==> src/shader_types_pkg.sv <==
`default_nettype none

package shader_types_pkg;

    // vertex coordinates, signed 8-bit
    localparam int COORD_W = 8;
    // difference of two coordinates needs one more bit
    localparam int EDGE_W = COORD_W + 1;
    // product of two edge components
    localparam int PRODUCT_W = 2 * EDGE_W;
    // difference of two products
    localparam int NORMAL_W = PRODUCT_W + 1;
    // square of a normal component, kept with headroom
    localparam int SQUARE_W = 2 * NORMAL_W - 1;
    // sum of three squares
    localparam int MAG_W = SQUARE_W + 2;
    // angle bucket 0..9, 10 degree steps
    localparam int BUCKET_W = 4;
    // folded angle index 0..18
    localparam int SHADE_INDEX_W = 5;
    localparam int GREY_W = 8;

    typedef logic signed [COORD_W-1:0] coord_t;
    typedef logic signed [EDGE_W-1:0] edge_t;
    typedef logic signed [PRODUCT_W-1:0] product_t;
    typedef logic signed [NORMAL_W-1:0] normal_comp_t;
    typedef logic [SQUARE_W-1:0] square_t;
    typedef logic [MAG_W-1:0] mag_t;
    typedef logic [BUCKET_W-1:0] bucket_t;
    typedef logic [SHADE_INDEX_W-1:0] shade_index_t;
    typedef logic [GREY_W-1:0] grey_t;

    // one vertex, x in the top bits
    typedef struct packed {
        coord_t x;
        coord_t y;
        coord_t z;
    } vertex_t;

    // v0 is the origin of both edge vectors
    typedef struct packed {
        vertex_t v0;
        vertex_t v1;
        vertex_t v2;
    } triangle_t;

    // surface normal, exact integer
    typedef struct packed {
        normal_comp_t nx;
        normal_comp_t ny;
        normal_comp_t nz;
    } normal_t;

endpackage

`default_nettype wire

==> src/magnitude_unit.sv <==
`timescale 1ns/1ps
`default_nettype none

module magnitude_unit
    import shader_types_pkg::*;
(
    input wire logic clk_in,
    input wire logic rst_in,
    input wire logic valid_in,
    input wire normal_t normal,
    output logic valid_out,
    output mag_t mag,
    output square_t nz_square,
    output logic nz_positive
);

    typedef struct packed {
        square_t nx_sq;
        square_t ny_sq;
        square_t nz_sq;
        logic nz_pos;
    } squares_t;

    squares_t squares_q;
    logic squares_valid_q;

    // exact square, sign extended before the multiply
    function automatic square_t square_of(normal_comp_t n);
        logic signed [SQUARE_W:0] wide;
        wide = n * n;
        return square_t'(wide);
    endfunction

    always_ff @(posedge clk_in) begin
        if (rst_in) begin
            squares_valid_q <= 1'b0;
            valid_out <= 1'b0;
        end else begin
            squares_valid_q <= valid_in;
            valid_out <= squares_valid_q;
        end
    end

    always_ff @(posedge clk_in) begin
        // stage 1
        squares_q.nx_sq <= square_of(normal.nx);
        squares_q.ny_sq <= square_of(normal.ny);
        squares_q.nz_sq <= square_of(normal.nz);
        // strictly positive, zero counts as facing
        squares_q.nz_pos <= !normal.nz[NORMAL_W-1] && (normal.nz != '0);
        // stage 2, sum of three squares
        mag <= mag_t'(squares_q.nx_sq) + mag_t'(squares_q.ny_sq)
               + mag_t'(squares_q.nz_sq);
        // nz terms ride along for the search
        nz_square <= squares_q.nz_sq;
        nz_positive <= squares_q.nz_pos;
    end

endmodule

`default_nettype wire

==> config.mk <==
export PLATFORM = sky130hd
export DESIGN_NAME = magnitude_unit
export DESIGN_NICKNAME = d
export VERILOG_FILES = /design/src/shader_types_pkg.sv /design/src/magnitude_unit.sv
export SDC_FILE = /design/constraint.sdc
export NUM_CORES = 2
export LEC_CHECK = 0
export BUFFER_PORTS_ARGS = -buffer_cell sky130_fd_sc_hd__buf_2
export CAP_MARGIN = 10
export CORE_MARGIN = 2
export CORE_UTILIZATION = 60
export CTS_CLUSTER_SIZE = 10
export DETAILED_ROUTE_END_ITERATION = 10
export GPL_ROUTABILITY_DRIVEN = 0
export MAX_ROUTING_LAYER = met4
export PLACE_DENSITY = 0.83
export SLEW_MARGIN = 30
export SYNTH_ARGS = -nofsm -noshare
export SYNTH_HDL_FRONTEND = slang
export SYNTH_SLANG_ARGS = --single-unit
==> constraint.sdc <==
create_clock -name clk_in -period 6.2 [get_ports clk_in]
set_input_delay 0.31 -clock clk_in [delete_from_list [all_inputs] [get_ports clk_in]]
set_output_delay 0.31 -clock clk_in [all_outputs]
set_load 0.02 [all_outputs]
After elaboration in Yosys (flattened, before gate mapping)
Cells that the tools add are included.
{"block": "classes", "add_sub_neg": 2, "n_reduce_logical": 3, "multipliers": 3}
{"cell": "multiplier 19 x 19 -> 37 bit", "count": 3}
{"cell": "adder 38 x 37 -> 39 bit", "count": 1}
{"cell": "adder 37 x 37 -> 38 bit", "count": 1}
{"cell": "nonzero test 19 bit", "count": 1}
{"cell": "logical AND 1 bit", "count": 1}
{"cell": "logical NOT 1 bit", "count": 1}
{"block": "totals", "output_inout_bits": 78, "in_bits": 60, "ff_bits": 191}

Longest topological paths before layout
{"block": "depth", "word_depth": 2, "depth_mapped": 27, "ltp_nobuf": 25}

Worst setup path after synthesis
Ideal clock, no wire load.
{"block": "synth_timing", "kind": "input-to-reg", "start": "in normal[21] (netlist bit)", "end": "reg squares_q[74] (netlist bit)", "setup_time_ns": 0.120, "required_ns": 6.080, "arrival_time_ns": 6.582, "path_buffers": 3, "cell_stages": 24, "setup_slack_ns": -0.503, "path_cell_list": "clkbuf_1 > clkbuf_1 > nand2_1 > fa_1 > inv_1 > fa_1 > inv_1 > fa_1 > inv_1 > fa_1 > fa_1 > fa_1 > ha_1 > ha_1 > clkbuf_1 > a21oi_1 > o21ai_1 > a2111oi_0 > a211o_1 > nand2_1 > or4_1 > a311oi_2 > a21oi_1 > xnor2_1"}
{"block": "synth_via", "elab_chain_len": 1}
{"item": "from (decl)", "line_no": "magnitude_unit.sv:10", "rtl": "input wire normal_t normal,"}
{"item": "multiplier 19 x 19 -> 37 bit", "line_no": "magnitude_unit.sv:30", "rtl": "wide = n * n;"}
{"item": "to (decl)", "line_no": "magnitude_unit.sv:24", "rtl": "squares_t squares_q;"}
Every way passes these cells.
A chain may end at the register's enable or synchronous reset.

Worst setup path in the final report
{"block": "layout_timing", "start": "in normal[31] (netlist bit)", "end": "reg squares_q[74] (netlist bit)"}
Same word-level chain as after synthesis.

==> impl_metrics.csv <==
group,metric,value,unit
grt,grt_use_total,32.07,%
critical_path,startpoint,"normal[31]",
status,outcome,"finished, violations left",
sta,finalSetupViolCount,2,
place,preCtsSetupSlack,-550.8,ps
route,vias_per_cell,5.510,
synthesis,synth_most_common_cell,"inv_1",
critical_path,worst-path-stages,23,
place,io_buffer_count,136,
synthesis,async_reset_ff_share,0,%
synthesis,syn_area_per_cell,9.806,um^2
critical_path,cp-end-kind,"flip-flop",
sta,fin_crit_sh,101.2,%
route,dr.pass1.iters,9,
grt,globalRouteOverflowTotal,0,
route,via_count,32440,
synthesis,synth_compound_area_share,6.051,%
sta,setup_slack,-74.47,ps
synthesis,synth-main-ff-cell,"dfxtp_1",
critical_path,critPathSlowestCell,"fa_1",
synthesis,synth_area_leaders,"fa_1 (48%), ha_1 (12%), inv_1 (10%)",
clock_network,clock_latency,460,ps
synthesis,synth_common_cells,"inv_1 (1137), fa_1 (1011), ha_1 (411)",
floorplan,floorplan.initialDensity,60.32,%
place,place_hpwl,93260,um
sta,finalHoldViolCount,0,
floorplan,io_pins,138,
critical_path,rrSetupSlack,2270,ps
critical_path,critical_path_class,"input port to flip-flop",
synthesis,ys_types,72,
sta,fmax,0.1594,GHz
sta,worst_pin_slew,626.1,ps
critical_path,rr_startpoint,"squares_q[5]",
route,wl_per_cell,19.04,um
critical_path,worst_setup_path_start_kind,"input port",
synthesis,synth_edf_count,0,
synthesis,ys_seq_area_share,8.909,%
sta,hold_slack,25.10,ps
finish,fillers,4524,
sta,finalClockSkew,22.56,ps
critical_path,cp_top_family,"adder cells",
floorplan,rows,97,
clock_network,cts-buffers-inserted,17,
finish,n_antenna_cell,0,
clock_network,ctsHoldBuffers,0,
route,drc,1,
synthesis,ys_ff_latch,187,
synthesis,synthSimpleGateAreaFrac,9.257,%
critical_path,cp_slowest_stage_delay,530,ps
sta,min_period,6274,ps
synthesis,synthXorXnorAreaFrac,4.023,%
critical_path,cp_num_buf_inv,5,
synthesis,synthAdderAreaFrac,60.40,%
clock_network,path_clk_slew,80,ps
sta,final_max_slew_viol_count,0,
clock_network,numClockSinks,187,
critical_path,path_max_fanout,9,
grt,antenna_found_initial,1,
critical_path,cp.required,6540,ps
finish,synthToLayoutAreaGrowth,18.26,%
synthesis,synth_top_family_by_area,"adder cells",
synthesis,syn_area,42020,um^2
worst_hold_path,hold_class,"input port to flip-flop",
clock_network,root_buffer,"clkbuf_16",
floorplan,die_w,268.6,um
place,placedCellCount,5843,
critical_path,crit_end,"squares_q[74]",
finish,drive_gt1_share,19.41,%
status,violations,"design-rule violations, negative setup slack",
grt,grt_pass1_wl,175000,um
synthesis,synth.area.mux_share,0.1995,%
clock_network,htreeDepth,4,
flow_run,maxCapViolations,0,
sta,rsz0062_at_grt,"true",
grt,grt_pass1_vias,35820,
synthesis,synth_cells,4285,
critical_path,path_common_cell,"fa_1",
route,drtIter0Drc,2473,
floorplan,fp.dieH,268.6,um
synthesis,yosys.area.top_type,"fa_1",
floorplan,coreArea,69660,um^2
critical_path,r2r_cells,11,
floorplan,design.die.area,72170,um^2
worst_hold_path,holdPathStages,2,
sta,max_slew_margin,57.88,%
grt,grt_max_degree,20,
clock_network,cts_tree,"done",
critical_path,critPathArrivalTime,6610,ps
clock_network,clk_path_buf_depth,2,
worst_hold_path,min_from,"rst_in",
synthesis,yosysTopAreaCellShare,48.17,%
synthesis,yosys_warnings,0,
critical_path,r2r-end,"mag[35]",
finish,fin_cells,5887,
critical_path,cp_cell_sequence,"buf_4 > buf_4 > and2_1 > buf_4 > fa_1 > fa_1 > inv_1 > fa_1 > inv_1 > fa_1 > fa_1 > fa_1 > ha_1 > ha_1 > nor2_1 > nor2_1 > a2111oi_4 > a211o_1 > nand2_2 > or4_4 > a311oi_4 > a21oi_2 > xnor2_1",
route,routed_wl,112100,um
route,ant_nets,0,
finish,fin_nets,6416,
==> metrics by stage <==
stage          instance area (um^2)  TNS [ps]  utilization [%]
6_report                      49700    -137.3            71.34
5_1_grt                       49700     -1462            71.34
4_1_cts                       48770         0            70.00
3_5_place_dp                  48170     -9683            69.14
3_3_place_gp                  48170     -4949            69.14
2_1_floorplan                 42520    -57.58                -
==> worst register-to-register path: cells and delay by family (launching register included) <==
family	cells	cell delay, ps
adders and majority gates	2	830
AOI/OAI and AO/OA	9	2640
DFF	1	360
==> registers in the layout, indices dropped and copies added, names as in the netlist <==
| register | count |
|---|---|
| nz_square | 36 |
| mag | 39 |
| nz_positive | 1 |
| squares_valid_q | 1 |
| squares_q | 109 |
| valid_out | 1 |
==> layer usage <==
layer  part of all wire [%]  track usage [%]
met1                     36            37.82
met2                     51            54.78
met3                    7.4            4.274
met4                    6.3            14.91
met5                      0                -
==> worst min-delay path by stage <==
stage	end	slack, ps
global route	valid_out	20
detailed placement	nz_positive	320
floorplan	nz_positive	310
global placement	nz_positive	310
CTS	valid_out	20
finish	valid_out	30
==> area by class of cell <==
type / count / area (um^2) / area share, %
Tap cell: 940 / 1176 / 2.367
Sequential cell: 187 / 3744 / 7.533
Inverter: 1138 / 4288 / 8.628
Multi-Input combinational cell: 2854 / 34440 / 69.30
Clock buffer: 19 / 442.9 / 0.8913
Timing Repair Buffer: 736 / 5463 / 10.99
Clock inverter: 13 / 145.1 / 0.2921
==> what timing repair did <==
item | CTS | global route
buffers inserted | 0 | 13
setup endpoints to repair | 3 | 26
resized for setup | 5 | 220
cloned | 0 | 0
pin swaps | 1 | 71
==> cell usage in the layout (no fill, tap or decap), types with 8 or more instances in the layout <==
master and instances:
dfxtp_1 187, o21bai_1 21, nand3_1 23, o21a_1 22
clkbuf_16 17, a21oi_2 9, o21ai_0 40, nor4_1 8
inv_2 10, nand2_1 377, buf_6 18, buf_4 591
nor2b_1 51, fa_1 989, xnor2_1 140, nand2b_1 25
a31oi_1 10, a21o_1 56, a31o_2 13, or2_2 9
buf_2 107, and2_1 116, nor2_2 10, a21oi_1 105
nor3_1 12, ha_1 388, ha_4 22, fa_2 22
and2_4 15, xor2_1 49, o21ai_1 15, a211oi_1 10
inv_1 1123, nor2_1 135, buf_12 8, nand2_2 20
==> cells by family (layout without fill, tap and decap cells) <==
kind of cell | Yosys count | in the layout
AO/OA/AOI/OAI | 383 | 383
buffers and inverters | 1247 | 1906
other | 1 | 4
AND/OR/NAND/NOR | 844 | 844
multiplexers | 8 | 8
XOR/XNOR | 193 | 193
adder cells (fa/ha/maj) | 1422 | 1422
flip-flops | 187 | 187
Power is left out: the tool's default activity adds up to more than one toggle a clock period on the data nets, which glitch-free logic cannot reach.
