### src/shader_types_pkg.sv
`default_nettype none

package shader_types_pkg;

    // vertex coordinates, signed 8-bit
    localparam int COORD_W = 8;
    // difference of two coordinates needs one more bit
    localparam int EDGE_W = COORD_W + 1;
    // product of two edge components
    localparam int PRODUCT_W = 2 * EDGE_W;
    // difference of two products
    localparam int NORMAL_W = PRODUCT_W + 1;
    // square of a normal component, kept with headroom
    localparam int SQUARE_W = 2 * NORMAL_W - 1;
    // sum of three squares
    localparam int MAG_W = SQUARE_W + 2;
    // angle bucket 0..9, 10 degree steps
    localparam int BUCKET_W = 4;
    // folded angle index 0..18
    localparam int SHADE_INDEX_W = 5;
    localparam int GREY_W = 8;

    typedef logic signed [COORD_W-1:0] coord_t;
    typedef logic signed [EDGE_W-1:0] edge_t;
    typedef logic signed [PRODUCT_W-1:0] product_t;
    typedef logic signed [NORMAL_W-1:0] normal_comp_t;
    typedef logic [SQUARE_W-1:0] square_t;
    typedef logic [MAG_W-1:0] mag_t;
    typedef logic [BUCKET_W-1:0] bucket_t;
    typedef logic [SHADE_INDEX_W-1:0] shade_index_t;
    typedef logic [GREY_W-1:0] grey_t;

    // one vertex, x in the top bits
    typedef struct packed {
        coord_t x;
        coord_t y;
        coord_t z;
    } vertex_t;

    // v0 is the origin of both edge vectors
    typedef struct packed {
        vertex_t v0;
        vertex_t v1;
        vertex_t v2;
    } triangle_t;

    // surface normal, exact integer
    typedef struct packed {
        normal_comp_t nx;
        normal_comp_t ny;
        normal_comp_t nz;
    } normal_t;

endpackage

`default_nettype wire

### src/shader_tables_pkg.sv
`default_nettype none

package shader_tables_pkg;

    // thresholds are Q16 fixed point
    localparam int SEC2_FRAC_BITS = 16;
    // bucket edges at 5, 15, ... 85 degrees
    localparam int NUM_THRESHOLDS = 9;
    // 8.6e6 at 85 degrees fits in 24 bits
    localparam int SEC2_W = 24;

    typedef logic [SEC2_W-1:0] sec2_t;

    // round(65536 / cos^2(theta)), theta = 5 + 10k degrees
    localparam sec2_t sec2_thresholds [NUM_THRESHOLDS] = '{
        24'd66038,
        24'd70241,
        24'd79786,
        24'd97668,
        24'd131072,
        24'd199204,
        24'd366930,
        24'd978335,
        24'd8627559
    };

    // 0 to 180 degrees in 10 degree steps
    localparam int NUM_SHADE_LEVELS = 19;
    localparam int SHADE_MAX_INDEX = NUM_SHADE_LEVELS - 1;

    // light falls off steeply toward edge-on, 30 matches 20
    localparam shader_types_pkg::grey_t grey_table [NUM_SHADE_LEVELS] = '{
        8'd255,
        8'd254,
        8'd236,
        8'd236,
        8'd200,
        8'd140,
        8'd75,
        8'd40,
        8'd20,
        8'd0,
        8'd20,
        8'd40,
        8'd75,
        8'd140,
        8'd200,
        8'd236,
        8'd252,
        8'd255,
        8'd255
    };

    // per-unit register stages
    localparam int NORMAL_LATENCY = 3;
    localparam int MAG_LATENCY = 2;
    localparam int SEARCH_LATENCY = 4;
    localparam int SHADE_LATENCY = 1;
    localparam int SHADER_LATENCY = NORMAL_LATENCY + MAG_LATENCY + SEARCH_LATENCY
                                    + SHADE_LATENCY;

endpackage

`default_nettype wire

### src/normal_unit.sv
`timescale 1ns/1ps
`default_nettype none

module normal_unit
    import shader_types_pkg::*;
    import shader_tables_pkg::*;
(
    input wire logic clk_in,
    input wire logic rst_in,
    input wire logic valid_in,
    input wire triangle_t triangle,
    output logic valid_out,
    output normal_t normal
);

    typedef struct packed {
        edge_t x;
        edge_t y;
        edge_t z;
    } edge_vec_t;

    // u = v1 - v0, w = v2 - v0
    typedef struct packed {
        edge_vec_t u;
        edge_vec_t w;
    } edges_t;

    // the six cross-product terms
    typedef struct packed {
        product_t uy_wz;
        product_t uz_wy;
        product_t uz_wx;
        product_t ux_wz;
        product_t ux_wy;
        product_t uy_wx;
    } products_t;

    edges_t edges_q;
    products_t products_q;
    logic edges_valid_q;
    logic products_valid_q;

    // valid chain, cleared by reset
    always_ff @(posedge clk_in) begin
        if (rst_in) begin
            edges_valid_q <= 1'b0;
            products_valid_q <= 1'b0;
            valid_out <= 1'b0;
        end else begin
            edges_valid_q <= valid_in;
            products_valid_q <= edges_valid_q;
            valid_out <= products_valid_q;
        end
    end

    always_ff @(posedge clk_in) begin
        // stage 1, edges widen to 9 bits
        edges_q.u.x <= triangle.v1.x - triangle.v0.x;
        edges_q.u.y <= triangle.v1.y - triangle.v0.y;
        edges_q.u.z <= triangle.v1.z - triangle.v0.z;
        edges_q.w.x <= triangle.v2.x - triangle.v0.x;
        edges_q.w.y <= triangle.v2.y - triangle.v0.y;
        edges_q.w.z <= triangle.v2.z - triangle.v0.z;
        // stage 2, signed products
        products_q.uy_wz <= edges_q.u.y * edges_q.w.z;
        products_q.uz_wy <= edges_q.u.z * edges_q.w.y;
        products_q.uz_wx <= edges_q.u.z * edges_q.w.x;
        products_q.ux_wz <= edges_q.u.x * edges_q.w.z;
        products_q.ux_wy <= edges_q.u.x * edges_q.w.y;
        products_q.uy_wx <= edges_q.u.y * edges_q.w.x;
        // stage 3, cross product u x w
        normal.nx <= products_q.uy_wz - products_q.uz_wy;
        normal.ny <= products_q.uz_wx - products_q.ux_wz;
        normal.nz <= products_q.ux_wy - products_q.uy_wx;
    end

    // output valid trails input valid by the full unit depth
    a_valid_delay: assert property (
        @(posedge clk_in) disable iff (rst_in)
        (!$past(rst_in, 1) && !$past(rst_in, 2) && !$past(rst_in, 3))
            |-> (valid_out == $past(valid_in, NORMAL_LATENCY))
    ) else $error("normal_unit valid_out out of step with valid_in");

endmodule

`default_nettype wire

### config.mk
export PLATFORM = sky130hd
export DESIGN_NAME = normal_unit
export DESIGN_NICKNAME = d
export VERILOG_FILES = /design/src/shader_types_pkg.sv /design/src/shader_tables_pkg.sv /design/src/normal_unit.sv
export SDC_FILE = /design/constraint.sdc
export NUM_CORES = 2
export LEC_CHECK = 0
export BUFFER_PORTS_ARGS = -buffer_cell sky130_fd_sc_hd__buf_2
export CORE_UTILIZATION = 30
export CTS_CLUSTER_SIZE = 10
export DETAILED_ROUTE_END_ITERATION = 10
export SYNTH_ARGS = -nofsm -noshare
export SYNTH_HDL_FRONTEND = slang
export SYNTH_SLANG_ARGS = --single-unit
### constraint.sdc
create_clock -name clk_in -period 6.2 [get_ports clk_in]
set_input_delay 0.93 -clock clk_in [delete_from_list [all_inputs] [get_ports clk_in]]
set_output_delay 0.93 -clock clk_in [all_outputs]
set_load 0.02 [all_outputs]
* Word level (Yosys, flattened, before mapping)
Cells that the tools add are included.
Storage, ports and cells: output and inout bits 58, bits in registers 222, input port bits 75
Operators by class: $add $sub $neg 9, $mul 6
Operators with widths (count):
- multiplier 9 x 9 -> 18 bit | 6
- subtractor 18 x 18 -> 19 bit | 3
- subtractor 8 x 8 -> 9 bit | 6

* Logic depth before layout (Yosys ltp)
word-level depth 1, depth in mapped cells 21

* Worst setup path before layout
Ideal clock, no wire load.
path kind register -> register, start point reg edges_q[0] (netlist bit), end point reg products_q[107] (netlist bit), arrival time 4.790 ns, setup time 0.120 ns, cell stages (with the launch flop) 21, setup slack 1.290 ns, buffers on the path 2, period minus slack after synthesis 4.910 ns, path through dfxtp_1 > clkbuf_1 > clkbuf_1 > nand2_1 > fa_1 > inv_1 > fa_1 > ha_1 > inv_1 > fa_1 > inv_1 > ha_1 > ha_1 > fa_1 > a21o_1 > a21oi_1 > o21a_1 > nor3_1 > a211oi_1 > a21oi_1 > xnor2_1
On the way: longest elaborated chain between the ends 1
Ends and longest elaborated chain:
- start: declaration | line normal_unit.sv:38 | edges_t edges_q;
- multiplier 9 x 9 -> 18 bit | line normal_unit.sv:65 | products_q.uy_wz <= edges_q.u.y * edges_q.w.z;
- end: declaration | line normal_unit.sv:39 | products_t products_q;
No other way between the ends. A chain may end at the register's enable or synchronous reset.

* Worst setup path after layout
start point reg edges_q[41] (netlist bit), end point reg products_q[17] (netlist bit)
On the way: longest elaborated chain between the ends 1
Ends and longest elaborated chain:
- multiplier 9 x 9 -> 18 bit | line normal_unit.sv:70 | products_q.uy_wx <= edges_q.u.y * edges_q.w.x;
No other way between the ends.

==> results.py <==
metrics = {
    "run_status": {
        "status": "finished, final reports clean",
    },
    "timing": {
        "hold_violations": 0,
        "max_freq_ghz": 0.191,
        "relSlewSlack_pct": 44.0,
        "tightest_slew_ps": 839,
        "finalMaxSlewViolations": 0,
        "fin_crit_sh_pct": 84.4,
        "rsz0062_at_grt": "false",
        "setup_viol": 0,
        "setup_tns_ps": 0,
        "fin_crit_ps": 5230,
        "fin_skew_ps": 26.5,
    },
    "logic_synthesis": {
        "synth_edf_count": 0,
        "syn_area_um2": 26700,
        "synthCells": 2816,
        "ys.flop_type": "dfxtp_1",
        "synth_warnings": 0,
        "yosysTopAreaCell": "fa_1",
        "syn_nets": 3650,
        "synth_top_area_share_pct": 32.2,
        "yosysSeqAreaShare_pct": 16.6,
        "synthTopCellsByCount": "inv_1 (551), fa_1 (429), ha_1 (330)",
        "avgSynthCellArea_um2": 9.48,
        "synth_area_leaders": "fa_1 (32%), dfxtp_1 (17%), ha_1 (15%)",
        "synth.ff_latch_count": 222,
        "async_flop_share_pct": 0,
        "synth_cell_types": 55,
        "synth.most_common_cell": "inv_1",
    },
    "clock_network": {
        "postCtsSetupBuffers": 0,
        "clockBufferDepth": 3,
        "cts_made_buffers": 30,
        "cts.htree.levels": 1,
        "clkLatencyLatePin_ps": 590,
        "cts_resized": 0,
        "ctsHoldBuffers": 0,
        "cts_root_buf": "clkbuf_16",
        "clk_pin_slew_worst_paths_ps": 60,
        "clkSinkCount": 222,
        "tritoncts": "built",
    },
    "route": {
        "firstDrtPassIters": 5,
        "finalWirelength_um": 62400,
        "viasPerCell": 4.44,
        "vias": 18286,
        "first_iter_violations": 854,
        "routedWlPerCell_um": 15.1,
        "drtAntennaViolNets": 0,
        "drc_errors": 0,
    },
    "die": {
        "initial_utilization_pct": 30.3,
        "die_area_um2": 90200,
        "num_rows": 109,
        "dieWidth_um": 300,
        "io_pins": 133,
        "dieHeight_um": 300,
        "coreArea_um2": 88200,
    },
    "final_layout": {
        "fillers": 9120,
        "multi_input_area_um2": 19900,
        "regArea_um2": 4440,
        "area_growth_pct": 11.6,
        "drive_gt1_share_pct": 7.71,
        "nets": 3773,
        "diodes": 0,
    },
    "critical_path": {
        "crit_slowest_cell": "dfxtp_1",
        "max_stage_delay_ps": 760,
        "crit_type": "register to register",
        "worstPathRequired_ps": 6670,
        "path_common_cell": "fa_1",
        "arrival_ps": 5700,
        "cp_max_fo": 18,
        "start_kind": "register",
        "crit_chain": "nand2_1 -> fa_1 -> inv_1 -> fa_1 -> ha_1 -> inv_1 -> fa_1 -> inv_1 -> ha_1 -> ha_1 -> fa_1 -> a21o_1 -> a21oi_1 -> o21a_1 -> nor3_1 -> a211oi_1 -> a21oi_1 -> xnor2_1",
        "endpoint_kind": "register",
        "rr_worst_depth": 18,
    },
    "place": {
        "port_buffers": 132,
        "gp_congestion": 0.862,
        "place_hpwl_um": 52300,
    },
    "run": {
        "maxCapViolations": 0,
    },
    "grt": {
        "grt_first_pass_wirelength_um": 103000,
        "antenna_found_initial": 5,
        "grt_remaining_overflow": 0,
        "grt_pass1_vias": 19218,
        "grtUsageTotal_pct": 14.4,
        "grt_max_degree": 21,
    },
    "hold_path": {
        "hold_class": "register to register",
        "min_path_cells": 1,
    },
}
-- through the flow --
step | std cells | worst slack [ps] | instance area (µm²) | utilization [%] | hold WS [ps]
after floorplan | 2816 | 1290 | 26700 | - | 414
after global placement | 4072 | 1000 | 28800 | 32.6 | 421
after detailed placement | 4072 | 957 | 28800 | 32.6 | 427
after CTS | 4121 | 936 | 29800 | 33.8 | 446
after global routing | 4121 | 598 | 29800 | 33.8 | 458
final | 4121 | 966 | 29800 | 33.8 | 437
-- cells in the final DEF, fill, tap and decap left out, drive strengths merged, types with 58 or more instances in the layout --
master  netlist  routed
buf           0     163
nor2b        73      73
xnor2       148     148
dfxtp       222     222
nand2       288     288
nor2         81      81
a21oi        83      83
o21ai        58      58
and2        191     191
fa          429     429
inv         551     551
ha          330     330
-- logic make-up after synthesis --
group / Yosys count / share of synthesized area [%]
AO/OA/AOI/OAI: 264 / 6.39
AND/OR/NAND/NOR: 750 / 14.0
XOR/XNOR: 186 / 6.10
buffers and inverters: 623 / 8.76
multiplexers: 12 / 0.501
adder cells (fa/ha/maj): 759 / 47.6
flip-flops: 222 / 16.6
-- registers in the layout (all words and copies together) (netlist names) --
name              flops
valid_out             1
edges_valid_q         1
edges_q              54
products_q          108
products_valid_q      1
normal               57
-- worst paths after layout --
check	from	endpoint	slack (ps)
max	edges_q[41]$_DFF_P_	products_q[17]$_DFF_P_	970
min reg2reg	edges_valid_q$_SDFF_PP0_	products_valid_q$_SDFF_PP0_	440
max reg2reg	edges_q[41]$_DFF_P_	products_q[17]$_DFF_P_	970
min	edges_valid_q$_SDFF_PP0_	products_valid_q$_SDFF_PP0_	440
-- final cells by class --
class                   instances  area share [%]
inverters                     551            6.94
flip-flops and latches        222            14.9
well taps                    1165            4.89
multi-input cells            1971            66.8
clock buffers                  41            2.83
clock inverters                 8           0.580
repair buffers                163            3.00
-- critical path: cells and delay by family (launching register included) --
kind / cells / cell delay (ps)
AO/OA/AOI/OAI: 5 / 1110
XOR/XNOR: 1 / 140
adder cells (fa/ha/maj): 7 / 2730
buffers and inverters: 3 / 140
flip-flops: 1 / 760
AND/OR/NAND/NOR: 2 / 240
-- routing by layer --
| layer | part of all wire, % | global-route usage [%] | up-vias | routed length, µm |
|---|---|---|---|---|
| met5 | 0.018 | 0 | - | 11 |
| met4 | 2.2 | 3.47 | 2 | 1370 |
| met3 | 7.0 | 3.34 | 69 | 4370 |
| met2 | 44 | 22.5 | 403 | 27400 |
| met1 | 47 | 20.0 | 8918 | 29200 |
| li1 | - | - | 8894 | - |
Power is left out: the tool's default activity adds up to more than one toggle a clock period on the data nets, which glitch-free logic cannot reach.
