==> src/shader_types_pkg.sv <==
`default_nettype none

package shader_types_pkg;

    // vertex coordinates, signed 8-bit
    localparam int COORD_W = 8;
    // difference of two coordinates needs one more bit
    localparam int EDGE_W = COORD_W + 1;
    // product of two edge components
    localparam int PRODUCT_W = 2 * EDGE_W;
    // difference of two products
    localparam int NORMAL_W = PRODUCT_W + 1;
    // square of a normal component, kept with headroom
    localparam int SQUARE_W = 2 * NORMAL_W - 1;
    // sum of three squares
    localparam int MAG_W = SQUARE_W + 2;
    // angle bucket 0..9, 10 degree steps
    localparam int BUCKET_W = 4;
    // folded angle index 0..18
    localparam int SHADE_INDEX_W = 5;
    localparam int GREY_W = 8;

    typedef logic signed [COORD_W-1:0] coord_t;
    typedef logic signed [EDGE_W-1:0] edge_t;
    typedef logic signed [PRODUCT_W-1:0] product_t;
    typedef logic signed [NORMAL_W-1:0] normal_comp_t;
    typedef logic [SQUARE_W-1:0] square_t;
    typedef logic [MAG_W-1:0] mag_t;
    typedef logic [BUCKET_W-1:0] bucket_t;
    typedef logic [SHADE_INDEX_W-1:0] shade_index_t;
    typedef logic [GREY_W-1:0] grey_t;

    // one vertex, x in the top bits
    typedef struct packed {
        coord_t x;
        coord_t y;
        coord_t z;
    } vertex_t;

    // v0 is the origin of both edge vectors
    typedef struct packed {
        vertex_t v0;
        vertex_t v1;
        vertex_t v2;
    } triangle_t;

    // surface normal, exact integer
    typedef struct packed {
        normal_comp_t nx;
        normal_comp_t ny;
        normal_comp_t nz;
    } normal_t;

endpackage

`default_nettype wire

==> src/shader_tables_pkg.sv <==
`default_nettype none

package shader_tables_pkg;

    // thresholds are Q16 fixed point
    localparam int SEC2_FRAC_BITS = 16;
    // bucket edges at 5, 15, ... 85 degrees
    localparam int NUM_THRESHOLDS = 9;
    // 8.6e6 at 85 degrees fits in 24 bits
    localparam int SEC2_W = 24;

    typedef logic [SEC2_W-1:0] sec2_t;

    // round(65536 / cos^2(theta)), theta = 5 + 10k degrees
    localparam sec2_t sec2_thresholds [NUM_THRESHOLDS] = '{
        24'd66038,
        24'd70241,
        24'd79786,
        24'd97668,
        24'd131072,
        24'd199204,
        24'd366930,
        24'd978335,
        24'd8627559
    };

    // 0 to 180 degrees in 10 degree steps
    localparam int NUM_SHADE_LEVELS = 19;
    localparam int SHADE_MAX_INDEX = NUM_SHADE_LEVELS - 1;

    // light falls off steeply toward edge-on, 30 matches 20
    localparam shader_types_pkg::grey_t grey_table [NUM_SHADE_LEVELS] = '{
        8'd255,
        8'd254,
        8'd236,
        8'd236,
        8'd200,
        8'd140,
        8'd75,
        8'd40,
        8'd20,
        8'd0,
        8'd20,
        8'd40,
        8'd75,
        8'd140,
        8'd200,
        8'd236,
        8'd252,
        8'd255,
        8'd255
    };

    // per-unit register stages
    localparam int NORMAL_LATENCY = 3;
    localparam int MAG_LATENCY = 2;
    localparam int SEARCH_LATENCY = 4;
    localparam int SHADE_LATENCY = 1;
    localparam int SHADER_LATENCY = NORMAL_LATENCY + MAG_LATENCY + SEARCH_LATENCY
                                    + SHADE_LATENCY;

endpackage

`default_nettype wire

==> src/shade_lookup.sv <==
`timescale 1ns/1ps
`default_nettype none

module shade_lookup
    import shader_types_pkg::*;
    import shader_tables_pkg::*;
(
    input wire logic clk_in,
    input wire logic rst_in,
    input wire logic valid_in,
    input wire bucket_t bucket,
    input wire logic nz_positive,
    output logic valid_out,
    output grey_t color
);

    shade_index_t index;

    // nz > 0 points away from the light at (0, 0, -1)
    always_comb begin
        if (nz_positive) begin
            index = shade_index_t'(SHADE_MAX_INDEX) - shade_index_t'(bucket);
        end else begin
            index = shade_index_t'(bucket);
        end
    end

    always_ff @(posedge clk_in) begin
        if (rst_in) begin
            valid_out <= 1'b0;
        end else begin
            valid_out <= valid_in;
        end
    end

    // grey level for the folded angle
    always_ff @(posedge clk_in) begin
        color <= grey_table[index];
    end

    // folded index lands in the half of the table that matches the facing side
    a_index_range: assert property (
        @(posedge clk_in) disable iff (rst_in)
        valid_in |-> (nz_positive
                      ? (index >= shade_index_t'(NUM_THRESHOLDS)
                         && index <= shade_index_t'(SHADE_MAX_INDEX))
                      : (index <= shade_index_t'(NUM_THRESHOLDS)))
    ) else $error("shade_lookup index %0d outside its half of the table", index);

endmodule

`default_nettype wire

==> config.mk <==
export PLATFORM = sky130hd
export DESIGN_NAME = shade_lookup
export DESIGN_NICKNAME = d
export VERILOG_FILES = /design/src/shader_types_pkg.sv /design/src/shader_tables_pkg.sv /design/src/shade_lookup.sv
export SDC_FILE = /design/constraint.sdc
export NUM_CORES = 1
export LEC_CHECK = 0
export ABC_AREA = 1
export BUFFER_PORTS_ARGS = -buffer_cell sky130_fd_sc_hd__buf_2
export CAP_MARGIN = 25
export CELL_PAD_IN_SITES_DETAIL_PLACEMENT = 0
export CELL_PAD_IN_SITES_GLOBAL_PLACEMENT = 1
export CORE_MARGIN = 5
export CORE_UTILIZATION = 31
export DETAILED_ROUTE_END_ITERATION = 7
export MAX_ROUTING_LAYER = met4
export PLACE_DENSITY = 0.74
export SLEW_MARGIN = 20
export SYNTH_ARGS = -nofsm -noshare
export SYNTH_HDL_FRONTEND = slang
export SYNTH_SLANG_ARGS = --single-unit
==> constraint.sdc <==
create_clock -name clk_in -period 1.2 [get_ports clk_in]
set_input_delay 0.18 -clock clk_in [delete_from_list [all_inputs] [get_ports clk_in]]
set_output_delay 0.18 -clock clk_in [all_outputs]
set_load 0.1 [all_outputs]
* Word-level counts from Yosys, hierarchy flattened
Memories as Yosys holds them, arrays and structs flattened. A register that Yosys moved wholly into a read port is not among the register bits.
Index checks and enable logic that the tools add are counted.
** Storage, ports and cells
- Output and inout bits :: 9
- Bits in registers :: 1
- Input bits :: 8
- Memories :: 1
- Bits in writable memories :: 0
- Latch bits :: 0
- Memory bits (read-only) :: 256
** Memory list
- (no name shown) :: depth 32, bits a word 8, rd ports 1, clocked after memory_dff 1, wr ports 0, line shade_lookup.sv:38 : color <= grey_table[index];
** Operators by class
- $mul :: 0
- $add $sub $neg :: 1
- Mux-type cells :: 1
- Bitwise logic cells :: 1
- Div/mod/pow operators :: 0
- Shift-type cells :: 0
- Reduce and logical (&&, ||, !) cells :: 0
- Eq/ne operators :: 0
- Magnitude comparators :: 0
** Operators by type and width (count)
- $not A5 Y6 :: 1
- $mux W5 :: 1
- $sub A5 B4 Y5 const A :: 1

* Depth between registers and ports, before layout
Gate-level depths: netlist (run 1).
- Depth in word-level cells :: 3
- Gate-level depth with buffers :: 11
- Gate-level depth less buffers :: 11

* Least setup slack after synthesis (run 1)
Ideal clock, no wire load.
- Path kind :: input port to flip-flop
- Start point :: input bucket[0]
- End point :: register color[0]
- Data arrival time :: 969 ps
- Buffers on the path :: 0
- Path slack :: 110 ps
- Stages on the path :: 11
- Setup time :: 120 ps
- Required time :: 1080 ps
- Path through :: ha_1 inv_1 nand2_2 nand3_1 nand2_2 nand2_1 nand2_1 nand2_1 nand2_1 nand2_1 nand2_1
** On the way
- Word-level cells in the longest chain between the ends :: 3
** RTL lines
- from (decl) :: line shade_lookup.sv:11 : input wire bucket_t bucket,
- $sub A5 B4 Y5 :: line shade_lookup.sv:22 : index = shade_index_t'(SHADE_MAX_INDEX) - shade_index_t'(bucket);
- $mux W5 (*) :: line shade_lookup.sv:21 : if (nz_positive) begin
- $not A5 Y6 (implied by the code) (*) :: line shade_lookup.sv:38
- to (decl) :: line shade_lookup.sv:14 : output grey_t color
Mark *: on every way between the ends. The rest lies on a longest branch, timed or not.
A chain may end at the register's enable or synchronous reset.

* Final worst setup path (run 1)
- Start point :: input bucket[1]
- End point :: register color[1]
Same word-level chain as after synthesis.

==> results of run 1 <==
==> sequential cells by signal, summed over array words and instances (netlist names) <==
name	count
color	8
valid_out	1
==> through the flow <==
step | TNS (ns) | instance area, sq um | hold slack (ns) | instances | worst slack, ns
floorplan | 0 | 469.2 | 0.2512 | 68 | 0.1105
global placement | -0.3605 | 742.0 | 0.3402 | 105 | -0.07470
detailed placement | -0.4644 | 742.0 | 0.3488 | 105 | -0.09150
CTS | 0 | 768.2 | 0.08028 | 109 | 0.1707
global route | 0 | 768.2 | 0.08360 | 109 | 0.01903
finish | 0 | 768.2 | 0.08552 | 109 | 0.1898
==> cells by family (layout without fill, tap and decap cells) <==
family / Yosys count / after routing
adders and majority gates: 1 / 1
AOI/OAI and AO/OA: 10 / 10
buffers and inverters: 11 / 36
DFF: 9 / 9
and+or+nand+nor: 37 / 37
==> routing by layer <==
metal / vias to the layer above / global-route usage / part of all wire
li1: 269 / - / -
met1: 190 / 0.08487 / 0.40
met2: 13 / 0.1587 / 0.51
met3: 2 / 0.03670 / 0.078
met4: 0 / 0.06726 / 0.011
met5: - / - / 0
==> power breakdown <==
part	internal, mW	total (mW)	switching, mW	leakage (nW)
clock network	0.127	0.217	0.0901	0.0150
registers	0.338	0.366	0.0284	0.0754
logic	0.205	0.583	0.379	0.306
total	0.670	1.17	0.497	0.396
==> area by class of cell <==
class / instances / share of cell area
clock buffers: 4 / 0.03420
inverters: 11 / 0.05375
multi-input cells: 48 / 0.3225
flip-flops and latches: 9 / 0.2345
well taps: 16 / 0.02606
repair buffers: 21 / 0.3290
==> worst max-delay path by stage <==
stage	from	endpoint	slack, ns
finish	bucket[1]	color[1]	0.19
floorplan	bucket[0]	color[0]	0.11
detailed placement	bucket[1]	color[1]	-0.09
CTS	bucket[1]	color[1]	0.17
global route	bucket[1]	color[6]	0.02
global placement	bucket[1]	color[1]	-0.07
==> cell usage in the layout, fill, tap and decap left out, types with 2 or more instances in the layout <==
| cell | Yosys | routed |
|---|---|---|
| dfxtp_1 | 9 | 9 |
| nor2_1 | 5 | 5 |
| inv_1 | 7 | 7 |
| clkbuf_4 | 0 | 3 |
| nand3_1 | 8 | 8 |
| inv_2 | 4 | 4 |
| o211ai_1 | 2 | 2 |
| buf_12 | 0 | 9 |
| buf_4 | 0 | 5 |
| o21ai_0 | 4 | 4 |
| nand2_1 | 20 | 20 |
| buf_2 | 0 | 7 |
| nand2_2 | 2 | 2 |
==> impl_results.md, run 1 <==
* Status: complete, no violations
* Hold Path Depth at 2
* Maximum root-to-sink buffer count at 2
* GRT Util Overall at 0.09407
* Final core occ at 0.5221
* Via count at 474
* Yosys top cell area share at 0.3840
* Cell Pwr Density at between 1500 and 2000 mW/mm^2
* CP Depth at 10
* First-pass GRT wire length at 1731 microns
* F_max at a little under 1000 MHz
* Postcts setup bufs at 0
* Clock sink total at 9
* Slew margin rel. at 0.8465
* Synth cell types at 16
* CP dominant cell by count: nand2_1
* Synth top cells by count: nand2_1, dfxtp_1, nand3_1
* Die width at between 40 and 50 microns
* Starting density of the core at 0.3189
* Post-synth ARST share at 0
* IO Pins at 17
* Depth of the CTS H-tree at 1
* Worst Path Buf+Inv at 2
* Post-synth EDFFs at 0
* Setup CP Type: in2reg
* Adder-Cell Fraction of Synth Area at 0.02667
* Main combinational cell family by area after synthesis: simple AND/OR/NAND/NOR gates
* Crit-path max FO at 4
* Clock root cell: clkbuf_4
* Syn Inst Count at 68
* Vias per inst at ~4.3
* Synth top area cells: dfxtp_1, nand2_1, nand3_1
* Final HPWL DP at between 800 and 900 microns
* Ys Warns at 0
* Avg Cell Area, Syn at ~6.9 sq um
* WL final at between 900 and 1000 microns
* Initial antenna violation count at 0
* Cts repair resizes at 0
* Final Net Count at 103
* Multi-input logic area at between 200 and 250 sq um
* Fin crit share at 0.8418
* CORE AREA at 0.001471 sq mm
* GRT Residual Overflow at 0
* Clk slew on worst S/H paths at 0.05 ns
* Total power at roughly 1.2 mW
* Hold EP: valid_out
* Sequential area share after synthesis at 0.3840
* Max rail drop VDD at ~0.42 mV
* Register bit total from synthesis at 9
* Input/output buffers at 16
* Layout cell share with drive strength beyond 1 at 0.3548
* Clock tree from TritonCTS: built
* Die height at slightly below 50 microns
* CP endpoint kind: register
* Startpoint Class: input port
* Residual DRC count at 0
* Total CTS buffers at 3
* Pleak at 0.3964 nW
* DRT antenna net count at 0
* CP Cell Sequence: buf_2 > ha_1 > nand2_1 > o21ai_2 > inv_2 > nor2_1 > nand3_1 > nand2_1 > nand2_1 > nand2_1
* Synth Area in Compound Gates at 0.1307
* # setup viols final at 0
* Wire per inst at roughly 8.7 microns
* Largest area contributor in the netlist: dfxtp_1
* Final estimated routing congestion in global placement at between 0.7 and 0.8
* Area growth syn-to-layout at 63.73%
* Synth Cell Area at 469.2 sq um
* Crit path DAT at about 1.2 ns
* Post-synth top flop: dfxtp_1
* RSZ-0062 raised after global routing: false
* Worst-margin pin slew at 0.2279 ns
* Vias in the first global route at between 400 and 500
* Critical Path RT at roughly 1.4 ns
* Slew Limit Fails at 0
* Hold Path Origin: rst_in
* Synth Area in XOR/XNOR at 0
* FF/Latch Area at ~180 sq um
* Cell family with most CP delay: simple AND/OR/NAND/NOR gates
* Die ar. at ~0.0024 sq mm
* Initial drt markers at 5
* Final min period at around 1.0 ns
* Syn Nets at 77
* Final hold vios at 0
* Ant. Diodes at 0
* Row cnt at 14
* Pin count of the biggest net entering global routing at 10
* Min-Delay Path Class: in2reg
* Portion of netlist area occupied by mux cells at 0
* Critical Path Max Stage Delay at between 0.2 and 0.3 ns
* Fillers at approximately 130
* Max-cap violations at 0
* Hold_buf cts at 0
* Most frequent cell after synthesis: nand2_1
* Synth Area in Simple Gates at 0.3707
* Critical Path Slowest Stage Cell: ha_1
* TritonRoute pass-1 iters at 2
Power figures use the tool's default switching activity.
==> inputs of run 2 (changes only) <==
CORE_UTILIZATION = 28   (was 31)
PLACE_DENSITY = 0.7   (was 0.74)
clock period = 0.91 ns   (was 1.2 ns; I/O delays follow)
==> run 2 against run 1 <==
  * Wire length is 17% higher
  * Non-clock buffer count is 1 higher
  * Worst hold slack got worse by 0.069 ns
  * Die area grew 8.5%
  * Global-route usage down 0.28 points
  * Critical endpoint is now color[4]
==> impl_results.md, run 2 (synthesized netlist as in run 1, its figures left out) <==
* IO Pins at 17 (unchanged)
* Fin crit share at 0.9959
* Maximum root-to-sink buffer count at 2 (unchanged)
* Min-Delay Path Class: in2reg
* Hold_buf cts at 0 (unchanged)
* Ant. Diodes at 0 (unchanged)
* Max rail drop VDD at 0.5344 mV (+28%)
* Clk slew on worst S/H paths at 0.06 ns (about the same)
* Critical Path Max Stage Delay at 0.34 ns (+0.07 ns)
* Row cnt at 14 (unchanged)
* Die height at 50.94 microns (+4.2%)
* Total power at 1.631 mW (+40%)
* Critical Path RT at 0.77 ns (-0.62 ns)
* Final Net Count at 104 (+0.97%)
* Comb power frac at 0.507 (+0.007)
* Most common cell after layout, fill and taps aside: nand2_1
* Max-cap violations at 0 (unchanged)
* Depth of the CTS H-tree at 1 (unchanged)
* Final estimated routing congestion in global placement at 0.7907 (+8.2%)
* Non-Filler Instances at 110 (+0.92%)
* Final hold slack at 0.01608 ns (-0.06944 ns)
* Residual DRC count at 0 (unchanged)
* Startpoint Class: register
* Via count at 520 (+9.7%)
* Internal at 0.9242 mW (+38%)
* Slew Limit Fails at 0 (unchanged)
* Worst Path Buf+Inv at 1 (-1)
* Slew margin rel. at 0.8722 (+0.02576)
* Initial drt markers at 7 (+2)
* Top sig layer: met4
* Hold EP: valid_out
* Worst-margin pin slew at 0.1900 ns (-0.03786 ns)
* CORE AREA at 0.001541 sq mm (+4.8%)
* GRT Residual Overflow at 0 (unchanged)
* WL final at 1109 microns (+17%)
* Final hold vios at 0 (unchanged)
* CP Cell Sequence: buf_12
* Placement-stage cell area at 785.8 sq um (+5.9%)
* Crit path DAT at 0.77 ns (-0.43 ns)
* Die ar. at 0.002594 sq mm (+8.5%)
* Net switching power at 0.7073 mW (+42%)
* Final min period at around 0.91 ns
* Switching Share at 0.4335 (+0.007440)
* Clock tree from TritonCTS: built
* Pin count of the biggest net entering global routing at 8 (-2)
* WL met3 at 68 microns (-8.1%)
* Die width at 50.94 microns (+4.2%)
* Pleak at 0.4181 nW (+5.5%)
* Commonest non-fill, non-tap cells in the layout: nand2_1, dfxtp_2, buf_12
* Design area at 859.6 sq um (+12%)
* Critical Path Slowest Stage Cell: dfxtp_2
* Clock sink total at 9 (unchanged)
* Clock root cell: clkbuf_4
* Initial antenna violation count at 0 (unchanged)
* Hold Path Depth at 2 (unchanged)
* Starting density of the core at 0.3044 (-0.01449)
* WL met2 at 568 microns (+18%)
* # setup viols final at 0 (unchanged)
* Area growth syn-to-layout at 83.20%
* Hold Path Origin: rst_in
* Cell Pwr Density at 1898 mW/mm^2 (+25%)
* F_max at around 1100 MHz
* Multi-input logic area at 304.0 sq um (+23%)
* Final HPWL DP at 879.6 microns (+4.5%)
* DP Cell Count at 106 (+0.95%)
* Cell family with most CP delay: flip-flops
* Total CTS buffers at 3 (unchanged)
* Largest regs: color: 8 flops, valid_out: 1 flops
* Clock power frac at 0.191 (+0.005)
* TritonRoute pass-1 iters at 4 (+2)
* Crit-path max FO at 1 (-3)
* CP Launch Point: color[4]
* FF/Latch Area at 191.4 sq um (+6.3%)
* Sequential Power Share at 0.302 (-0.012)
* Setup CP Type: reg2out
* Vias per inst at 4.727 (+8.7%)
* Layout cell share with drive strength beyond 1 at 0.5638 (+0.2090)
* CP endpoint kind: output port
* Input/output buffers at 16 (unchanged)
* First-pass GRT wire length at 1794 microns (+3.6%)
* Wire per inst at 10.08 microns (+16%)
* Status: complete, no violations
* M1 WL at 435 microns (+14%)
* Fillers at 156 (+16%)
* RSZ-0062 raised after global routing: true
* Vias in the first global route at 468 (+1.7%)
* DRT antenna net count at 0 (unchanged)
* Biggest register: color
* Largest register FFs at 8 (unchanged)
* GRT Util Overall at 0.09130 (-0.002773)
[run 2: cell count changes in the layout (fill, tap and decap cells not counted), moves of 2 or more]
| cell | previous run | this run |
|---|---|---|
| nand2_1 | 20 | 16 |
| dfxtp_2 | 0 | 9 |
| dfxtp_1 | 9 | 0 |
| o21ai_0 | 4 | 1 |
| o21ai_1 | 1 | 4 |
| buf_2 | 7 | 5 |
| inv_2 | 4 | 6 |
| nand2_2 | 2 | 4 |
| inv_1 | 7 | 5 |
| nand2_4 | 1 | 3 |
[run 2: metal layers]
metal | vias to the layer above | GRT usage
li1 | 272 | -
met1 | 229 | 0.09315
met2 | 15 | 0.1612
met3 | 4 | 0.008721
met4 | 0 | 0.06383
met5 | - | -
[run 2: cell type report]
cell class / instances / share of cell area
Clock buffer: 4 / 0.03057
Inverter: 11 / 0.04803
Multi-Input combinational cell: 48 / 0.3537
Sequential cell: 9 / 0.2227
Tap cell: 16 / 0.02329
Timing Repair Buffer: 22 / 0.3217
[run 2: metrics by stage]
stage | util | worst slack, ns | setup TNS [ns]
after floorplan | - | -0.06250 | -0.1845
after global placement | 0.5097 | -0.2906 | -1.976
after detailed placement | 0.5097 | -0.3064 | -2.035
after CTS | 0.5349 | -0.003065 | -0.005838
after global routing | 0.5576 | -0.06385 | -0.2957
final | 0.5576 | 0.003700 | 0
[run 2: repair_timing]
item,in CTS,in global routing
setup endpoints to repair,7,15
buffers inserted,0,0
gates resized for setup,3,10
pin swaps,5,3
[run 2: power groups by stage]
stage	logic, mW	clock network, mW	registers [mW]
6_report	0.827	0.312	0.493
5_1_grt	0.862	0.338	0.497
4_1_cts	0.807	0.315	0.495
3_5_place_dp	0.796	0	0.504
3_3_place_gp	0.793	0	0.502
2_1_floorplan	0.151	0	0.840
[run 2: worst max path at each step]
stage / end / slack, ns / depth (start not counted)
final: color[4] / 0.004 / 1
after global routing: color[1] / -0.06 / 11
after CTS: valid_out / -0.003 / 1
after detailed placement: color[1] / -0.31 / 12
after global placement: color[1] / -0.29 / 12
after floorplan: color[0] / -0.06 / 11
